File: config.mk
export PLATFORM = sky130hd
export DESIGN_NAME = dataMemSys
export DESIGN_NICKNAME = d
export VERILOG_FILES = /design/src/verilog/memAccessPkg.sv /design/src/verilog/memGeometryPkg.sv /design/src/verilog/dataMemSys.sv /design/src/verilog/loadExtract.sv /design/src/verilog/memAccessCtrl.sv /design/src/verilog/storeMerge.sv /design/src/verilog/wordRam.sv
export SDC_FILE = /design/constraint.sdc
export NUM_CORES = 2
export LEC_CHECK = 0
export ABC_AREA = 1
export BUFFER_PORTS_ARGS = -buffer_cell sky130_fd_sc_hd__buf_4
export CAP_MARGIN = 20
export CORE_MARGIN = 5
export CORE_UTILIZATION = 45
export DETAILED_ROUTE_END_ITERATION = 10
export PLACE_DENSITY = 0.63
export SETUP_SLACK_MARGIN = 0.15
export SLEW_MARGIN = 15
export SYNTH_ARGS = -nofsm -noshare
export SYNTH_HDL_FRONTEND = slang
export SYNTH_HIERARCHICAL = 1
export SYNTH_SLANG_ARGS = --single-unit
File: constraint.sdc
create_clock -name Clk -period 3 [get_ports Clk]
set_input_delay 0.3 -clock Clk [delete_from_list [all_inputs] [get_ports Clk]]
set_output_delay 0.3 -clock Clk [all_outputs]
set_load 0.05 [all_outputs]
File: src/verilog/memAccessPkg.sv
////////////////////
// Access size encoding
// Request and response structs of the req/ack handshake
////////////////////

package memAccessPkg;

    // Same encoding as the BHW field of the MIPS data memory
    typedef enum logic [1:0] {
        sizeByte = 2'd0,    // lb, lbu, sb
        sizeHalf = 2'd1,    // lh, lhu, sh
        sizeWord = 2'd2     // lw, sw
    } accessSizeT;

    // One access as held by the master for the whole handshake
    typedef struct packed {
        logic       write;      // 1 store, 0 load
        accessSizeT size;
        logic       signExt;    // Loads only
        logic [31:0] addr;      // Byte address
        logic [31:0] wdata;     // Store data, right aligned
    } memReqT;

    // Returned with ack
    // Stores and faults carry zero rdata
    typedef struct packed {
        logic [31:0] rdata;     // Extracted load value
        logic        err;       // Misaligned or out of range
    } memRespT;

endpackage

File: src/verilog/memGeometryPkg.sv
////////////////////
// Byte lane types
// Word geometry constants
////////////////////

package memGeometryPkg;

    localparam int wordBytes = 4;                   // Bytes per RAM word
    localparam int laneBits  = $clog2(wordBytes);   // Low address bits that pick a lane

    // One enable per byte lane, bit 0 is bits 7:0 of the word
    typedef logic [wordBytes-1:0] byteEnT;

    // Lane index taken from addr[1:0]
    typedef logic [laneBits-1:0] laneIdxT;

endpackage

File: src/verilog/dataMemSys.sv
////////////////////
// Data memory subsystem top
// Controller, store merge, word RAM, load extract
////////////////////
`timescale 1ns/1ps

module dataMemSys #(
    parameter int depthWords = 64
) (
    input  logic                  Clk,
    input  logic                  rst,
    input  logic                  req,
    output logic                  ack,
    input  memAccessPkg::memReqT  memReq,
    output memAccessPkg::memRespT memResp
);
    import memGeometryPkg::*;

    localparam int addrW = $clog2(depthWords);

    logic [addrW-1:0] wordAddr;
    logic             rdEn;
    logic             wrEn;
    byteEnT           byteEn;      // Lanes touched by a store
    logic [31:0]      wdataLane;   // Store data replicated onto lanes
    logic             misaligned;
    logic [31:0]      rdWord;      // Registered RAM output
    logic [31:0]      loadData;    // Extended load value

    memAccessCtrl #(.depthWords(depthWords)) ctrl0 (
        .Clk(Clk), .rst(rst),
        .req(req), .ack(ack),
        .memReq(memReq), .misaligned(misaligned), .loadData(loadData),
        .wordAddr(wordAddr), .rdEn(rdEn), .wrEn(wrEn),
        .memResp(memResp)
    );

    storeMerge merge0 (
        .memReq(memReq), .byteEn(byteEn), .wdataLane(wdataLane), .misaligned(misaligned)
    );

    wordRam #(.depthWords(depthWords)) ram0 (
        .Clk(Clk), .wordAddr(wordAddr), .rdEn(rdEn), .wrEn(wrEn),
        .byteEn(byteEn), .wrWord(wdataLane), .rdWord(rdWord)
    );

    // Lane and size come straight from the held request
    loadExtract extract0 (
        .rdWord(rdWord), .lane(memReq.addr[laneBits-1:0]),
        .size(memReq.size), .signExt(memReq.signExt), .loadData(loadData)
    );

endmodule

File: src/verilog/loadExtract.sv
////////////////////
// Load lane select
// Zero or sign fill of byte and halfword loads
////////////////////
`timescale 1ns/1ps

module loadExtract (
    input  logic [31:0]               rdWord,
    input  memGeometryPkg::laneIdxT   lane,
    input  memAccessPkg::accessSizeT  size,
    input  logic                      signExt,
    output logic [31:0]               loadData
);
    import memAccessPkg::*;

    logic [7:0]  byteSel;   // Addressed byte
    logic [15:0] halfSel;   // Addressed halfword
    logic        byteFill;
    logic        halfFill;

    // Lane 0 is bits 7:0, lane 3 is bits 31:24
    always_comb begin
        case (lane)
            2'd0:    byteSel = rdWord[7:0];
            2'd1:    byteSel = rdWord[15:8];
            2'd2:    byteSel = rdWord[23:16];
            default: byteSel = rdWord[31:24];
        endcase
    end

    assign halfSel = lane[1] ? rdWord[31:16] : rdWord[15:0];   // Lane bit 0 ignored here

    // Fill bit is the field's top bit only for signed loads
    assign byteFill = signExt & byteSel[7];
    assign halfFill = signExt & halfSel[15];

    always_comb begin
        case (size)
            sizeByte: begin
                loadData = {{24{byteFill}}, byteSel};
            end
            sizeHalf: begin
                loadData = {{16{halfFill}}, halfSel};
            end
            default: begin
                // Whole word, nothing to extend
                loadData = rdWord;
            end
        endcase
    end

endmodule

File: src/verilog/memAccessCtrl.sv
////////////////////
// Four phase req/ack FSM
// Range check, RAM sequencing, response capture
////////////////////
`timescale 1ns/1ps

module memAccessCtrl #(
    parameter int depthWords = 64
) (
    input  logic                          Clk,
    input  logic                          rst,
    input  logic                          req,
    output logic                          ack,
    input  memAccessPkg::memReqT          memReq,
    input  logic                          misaligned,
    input  logic [31:0]                   loadData,
    output logic [$clog2(depthWords)-1:0] wordAddr,
    output logic                          rdEn,
    output logic                          wrEn,
    output memAccessPkg::memRespT         memResp
);
    import memAccessPkg::*;
    import memGeometryPkg::*;

    localparam int addrW = $clog2(depthWords);

    typedef enum logic [1:0] {
        stIdle,      // Waiting for req
        stAccess,    // RAM enables high for one cycle
        stRespond,   // Capture, then ack high until req drops
        stRelease    // Drop ack
    } ctrlStateT;

    ctrlStateT          state;
    logic [31-laneBits:0] fullWordAddr;   // Byte address divided by four
    logic               outOfRange;
    logic               fault;
    memRespT            respNext;

    assign fullWordAddr = memReq.addr[31:laneBits];
    assign outOfRange   = 32'(fullWordAddr) >= 32'(depthWords);
    assign fault        = misaligned | outOfRange;   // Faults touch no memory
    assign wordAddr     = fullWordAddr[addrW-1:0];

    assign rdEn = (state == stAccess) && !memReq.write && !fault;
    assign wrEn = (state == stAccess) &&  memReq.write && !fault;

    // Response for the current request
    always_comb begin
        respNext = '0;
        if (fault) begin
            respNext.err = 1'b1;          // rdata stays zero
        end else if (!memReq.write) begin
            respNext.rdata = loadData;    // Read word valid in the first respond cycle
        end
    end

    always_ff @(posedge Clk) begin
        if (rst) begin
            state   <= stIdle;
            ack     <= 1'b0;
            memResp <= '0;
        end else begin
            case (state)
                stIdle: begin
                    if (req) begin
                        state <= stAccess;
                    end
                end
                stAccess: begin
                    state <= stRespond;   // RAM write or read happens at this edge
                end
                stRespond: begin
                    if (!ack) begin
                        ack     <= 1'b1;   // Two edges after req was seen
                        memResp <= respNext;
                    end else if (!req) begin
                        state <= stRelease;
                    end
                end
                default: begin
                    ack   <= 1'b0;
                    state <= stIdle;
                end
            endcase
        end
    end

endmodule

File: src/verilog/storeMerge.sv
////////////////////
// Store lane decode
// Byte enables, lane replicated write word, misalignment flag
////////////////////
`timescale 1ns/1ps

module storeMerge (
    input  memAccessPkg::memReqT   memReq,
    output memGeometryPkg::byteEnT byteEn,
    output logic [31:0]            wdataLane,
    output logic                   misaligned
);
    import memAccessPkg::*;
    import memGeometryPkg::*;

    laneIdxT lane;

    assign lane = memReq.addr[laneBits-1:0];   // Low address bits pick the lane

    always_comb begin
        byteEn     = '0;
        wdataLane  = memReq.wdata;
        misaligned = 1'b0;
        case (memReq.size)
            sizeByte: begin
                // Any lane is legal for a byte
                byteEn    = byteEnT'(4'b0001 << lane);
                wdataLane = {wordBytes{memReq.wdata[7:0]}};     // Same byte on every lane
            end
            sizeHalf: begin
                // Lane bit 1 picks upper or lower half
                if (lane[1]) begin
                    byteEn = 4'b1100;
                end else begin
                    byteEn = 4'b0011;
                end
                wdataLane  = {2{memReq.wdata[15:0]}};
                misaligned = lane[0];                           // Odd address
            end
            sizeWord: begin
                byteEn     = 4'b1111;
                wdataLane  = memReq.wdata;
                misaligned = (lane != 2'b00);
            end
            default: begin
                // Size code 3 is not an access, let it fault
                byteEn     = '0;
                misaligned = 1'b1;
            end
        endcase
    end

endmodule

File: src/verilog/wordRam.sv
////////////////////
// Word RAM with per byte write enables
// Registered read port
////////////////////
`timescale 1ns/1ps

module wordRam #(
    parameter int depthWords = 64
) (
    input  logic                          Clk,
    input  logic [$clog2(depthWords)-1:0] wordAddr,
    input  logic                          rdEn,
    input  logic                          wrEn,
    input  memGeometryPkg::byteEnT        byteEn,
    input  logic [31:0]                   wrWord,
    output logic [31:0]                   rdWord
);
    import memGeometryPkg::*;

    logic [31:0] mem [depthWords];   // Contents undefined until written

    // Only enabled lanes change, the rest of the word is kept
    always_ff @(posedge Clk) begin
        if (wrEn) begin
            for (int i = 0; i < wordBytes; i++) begin
                if (byteEn[i]) begin
                    mem[wordAddr][8*i +: 8] <= wrWord[8*i +: 8];
                end
            end
        end
    end

    // Read data valid one edge after rdEn
    always_ff @(posedge Clk) begin
        if (rdEn) begin
            rdWord <= mem[wordAddr];   // Holds last read otherwise
        end
    end

endmodule
==> impl_summary.log <==
INFO  metric setup_total_negative_slack = 0 ns
INFO  metric nature_of_the_critical_path_startpoint = flip-flop
INFO  metric post_route_drc_violation_count = 0
INFO  metric core_area = 202000 um^2
INFO  metric p_leak = 44.3 nW
INFO  metric drt_first_iter_violations = 7721
INFO  metric period_needed = 2.37 ns
INFO  metric final-seq-area = 63200 um^2
INFO  metric viasPerCell = 5.23
INFO  metric drt_pass1_iterations = 6
INFO  metric synth.ff_latch_count = 2116
INFO  metric gp_congestion = 0.907
INFO  metric grt_max_degree = 130
INFO  metric post-dp-hpwl = 174000 um
INFO  metric synthesis.area_per_instance = 9.84 um^2
INFO  metric number_of_antenna_violations_at_the_first_check_in_global_routing = 24
INFO  metric clock_sink_total = 2116
INFO  metric synth.cell_area = 91200 um^2
INFO  metric rsz_0062_raised_after_global_routing = false
INFO  metric cts-buffers-inserted = 208
INFO  metric multiInputGateArea = 25300 um^2
INFO  metric final-setup-viol-count = 0
INFO  metric chipWidth = 460 um
INFO  metric hold_class = in -> reg
INFO  metric outcome = completed
INFO  metric synthesis.instances = 9262
INFO  metric max_clock_freq = 0.423 GHz
INFO  metric critPathKind = reg -> reg
INFO  metric clk_root_buffer_cell = sky130_fd_sc_hd__clkbuf_16
INFO  metric drv.max_cap_violation_count = 0
INFO  metric grt_remaining_overflow = 0
INFO  metric layout-area-overhead-vs-synth = 15.2%
INFO  metric cts_setup_buffers = 0
INFO  metric hold_viol_final = 0
INFO  metric report.final.slew_viol_count = 0
INFO  metric start_util = 0.452
INFO  metric port_buffers = 104
INFO  metric tightest_slew = 1.05 ns
INFO  metric final_cell_area = 105000 um^2
INFO  metric crit_fanout = 61
INFO  metric number_of_standard_cell_rows_in_the_floorplan = 165
INFO  metric setup.worst_path.end_class = flip-flop
INFO  metric avgRoutedWirePerCell = 21.4 um
INFO  metric power-per-cell-area = 601 nW/um^2
INFO  metric grt_pass1_vias = 63164
INFO  metric final.fill_count = 17790
INFO  metric grt_use_total = 0.250
INFO  metric cts.repair.resized = 0
INFO  metric ctsHoldBuffers = 12
INFO  metric relative_slew_slack = 0.300
INFO  metric clk_latency = 0.86 ns
INFO  metric crit_arrival = 2.90 ns
INFO  metric tritoncts = done
INFO  metric ff2ff_setup_slack = 0.63 ns
INFO  metric boundary_pin_count = 105
INFO  metric hold_path_startpoint = memReq[67]
INFO  metric max-clock-path-buffers = 3
INFO  metric routed_wl = 267000 um
INFO  metric clock_transition_at_the_registers_of_the_reported_paths = 0.06 ns
INFO  metric grt_first_pass_wirelength = 395000 um
INFO  metric chipHeight = 460 um
INFO  metric synth-warning-count = 6
INFO  metric final_skew = 0.0395 ns
INFO  metric num_vias = 65310
INFO  metric post_route_cells_drive_above_1_share = 0.106
INFO  metric critical_path_data_required_time = 3.53 ns
INFO  metric fin_crit_sh = 0.789
INFO  metric crit-reg2reg-launch = ctrl0/state[1]$_SDFFE_PP0P_
INFO  metric syn-num-nets = 9336
INFO  metric antenna_violating_nets_post_route = 0
INFO  metric htree_num_levels = 4
INFO  metric irDropWorstVdd = 631 uV
INFO  metric postPlaceCellArea = 98200 um^2
INFO  metric netlist-cell-type-count = 33
INFO  metric critPathLaunch = ctrl0/state[1]$_SDFFE_PP0P_
INFO  metric final_nets = 9707
INFO  metric synth_sequential_area_ratio = 0.693
INFO  metric floorplan.die_area = 212000 um^2
kinds of logic after synthesis:
logic type,synth area share
AO/OA/AOI/OAI,0.00475
flip-flops,0.693
AND/OR/NAND/NOR,0.270
buffers and inverters,0.0315
adder cells (fa/ha/maj),0.000412
layout make-up:
class                           instances  share of cell area
Antenna cell                           14            0.000334
Clock buffer                          242              0.0512
Clock inverter                        140              0.0124
Inverter                               90             0.00360
Multi-Input combinational cell       6560               0.241
Sequential cell                      2116               0.602
Tap cell                             2672              0.0318
Timing Repair Buffer                  657              0.0581
Yosys cell counts:
library cell | count | area [um^2]
sky130_fd_sc_hd__a211oi_1 | 3 | 22.5
sky130_fd_sc_hd__a21oi_1 | 31 | 155
sky130_fd_sc_hd__a21oi_2 | 9 | 78.8
sky130_fd_sc_hd__a31oi_1 | 1 | 6.26
sky130_fd_sc_hd__and2_1 | 1 | 6.26
sky130_fd_sc_hd__buf_1 | 28 | 105
sky130_fd_sc_hd__buf_2 | 255 | 1280
sky130_fd_sc_hd__buf_4 | 50 | 375
sky130_fd_sc_hd__buf_6 | 22 | 248
sky130_fd_sc_hd__clkbuf_1 | 141 | 529
sky130_fd_sc_hd__dfxtp_1 | 36 | 721
sky130_fd_sc_hd__edfxtp_1 | 2080 | 62500
sky130_fd_sc_hd__ha_1 | 3 | 37.5
sky130_fd_sc_hd__inv_1 | 82 | 308
sky130_fd_sc_hd__inv_2 | 6 | 22.5
sky130_fd_sc_hd__inv_4 | 2 | 12.5
sky130_fd_sc_hd__nand2_1 | 5987 | 22500
sky130_fd_sc_hd__nand2_2 | 5 | 31.3
sky130_fd_sc_hd__nand3_1 | 71 | 355
sky130_fd_sc_hd__nand3_2 | 13 | 130
sky130_fd_sc_hd__nand4_4 | 1 | 21.3
sky130_fd_sc_hd__nor2_1 | 378 | 1420
sky130_fd_sc_hd__nor2_2 | 11 | 68.8
sky130_fd_sc_hd__nor2_8 | 2 | 40.0
sky130_fd_sc_hd__nor3_1 | 8 | 40.0
sky130_fd_sc_hd__nor3_2 | 3 | 30.0
sky130_fd_sc_hd__o211ai_1 | 12 | 90.1
sky130_fd_sc_hd__o21a_1 | 1 | 7.51
sky130_fd_sc_hd__o21ai_0 | 9 | 45.0
sky130_fd_sc_hd__o21ai_1 | 4 | 20.0
sky130_fd_sc_hd__o21bai_1 | 1 | 7.51
sky130_fd_sc_hd__or2_1 | 1 | 6.26
sky130_fd_sc_hd__or2_2 | 5 | 31.3
flip-flops by register name, summed over array words and instances (netlist names):
| register | count |
|---|---|
| ctrl0/state | 2 |
| ctrl0/ack | 1 |
| ctrl0/memResp | 33 |
| ram0/mem | 2048 |
| ram0/rdWord | 32 |
report_power, final:
| part | total (W) | leakage, nW | internal [W] | switching (W) |
|---|---|---|---|---|
| sequential | 0.0327 | 19.0 | 0.0327 | 0.0000149 |
| combinational | 0.00472 | 22.0 | 0.00119 | 0.00353 |
| clock | 0.0257 | 3.25 | 0.0145 | 0.0111 |
placed cells by master (no fill, tap or decap), drive strengths merged, types with 3 or more instances in the layout:
cell / instances
ha: 3
o211ai: 12
diode: 14
dlygate4sd3: 12
clkinv: 101
o21ai: 13
a21oi: 40
dfxtp: 36
nor3: 11
inv: 100
bufinv: 20
or2: 6
edfxtp: 2080
buf: 645
clkinvlp: 9
nor2: 391
nand3: 84
nand2: 5992
a211oi: 3
clkbuf: 242
final timing paths:
check	cells after the start	endpoint
setup / recovery	10	ram0/mem[34][17]$_DFFE_PP_
setup reg to reg	10	ram0/mem[34][17]$_DFFE_PP_
hold / removal	3	ram0/rdWord[23]$_DFFE_PP_
hold reg to reg	2	ctrl0/memResp[13]$_SDFFE_PP0P_
metrics by stage:
| stage | hold WS, ns | cells | utilization | power, W | setup WS (ns) |
|---|---|---|---|---|---|
| 6_report | 0.0834 | 12491 | 0.520 | 0.0631 | 0.634 |
| 5_1_grt | 0.0670 | 12478 | 0.520 | 0.0651 | 0.515 |
| 4_1_cts | 0.0198 | 12477 | 0.520 | 0.0634 | 0.625 |
| 3_5_place_dp | 0.460 | 12083 | 0.486 | 0.0380 | 0.266 |
| 3_3_place_gp | 0.454 | 12083 | 0.486 | 0.0380 | 0.159 |
| 2_1_floorplan | 0.484 | 9262 | - | 0.0360 | 0.330 |
per-layer routing:
| layer | GRT usage | share of wire | up-vias |
|---|---|---|---|
| li1 | - | - | 30561 |
| met1 | 0.344 | 0.41 | 31233 |
| met2 | 0.383 | 0.44 | 2993 |
| met3 | 0.0520 | 0.099 | 503 |
| met4 | 0.116 | 0.049 | 20 |
| met5 | 0 | 0.00046 | - |
critical path, cell delays in order (launching register included):
cell and delay (ns):
sky130_fd_sc_hd__dfxtp_1 0.32, sky130_fd_sc_hd__inv_1 0.09, sky130_fd_sc_hd__ha_1 0.14, sky130_fd_sc_hd__inv_1 0.13, sky130_fd_sc_hd__nor3_2 0.26, sky130_fd_sc_hd__buf_12 0.18, sky130_fd_sc_hd__nand2_2 0.08, sky130_fd_sc_hd__buf_12 0.23
sky130_fd_sc_hd__buf_4 0.22, sky130_fd_sc_hd__nor2_1 0.12, sky130_fd_sc_hd__buf_4 0.19
No activity file was read; power rests on OpenSTA's default activity.
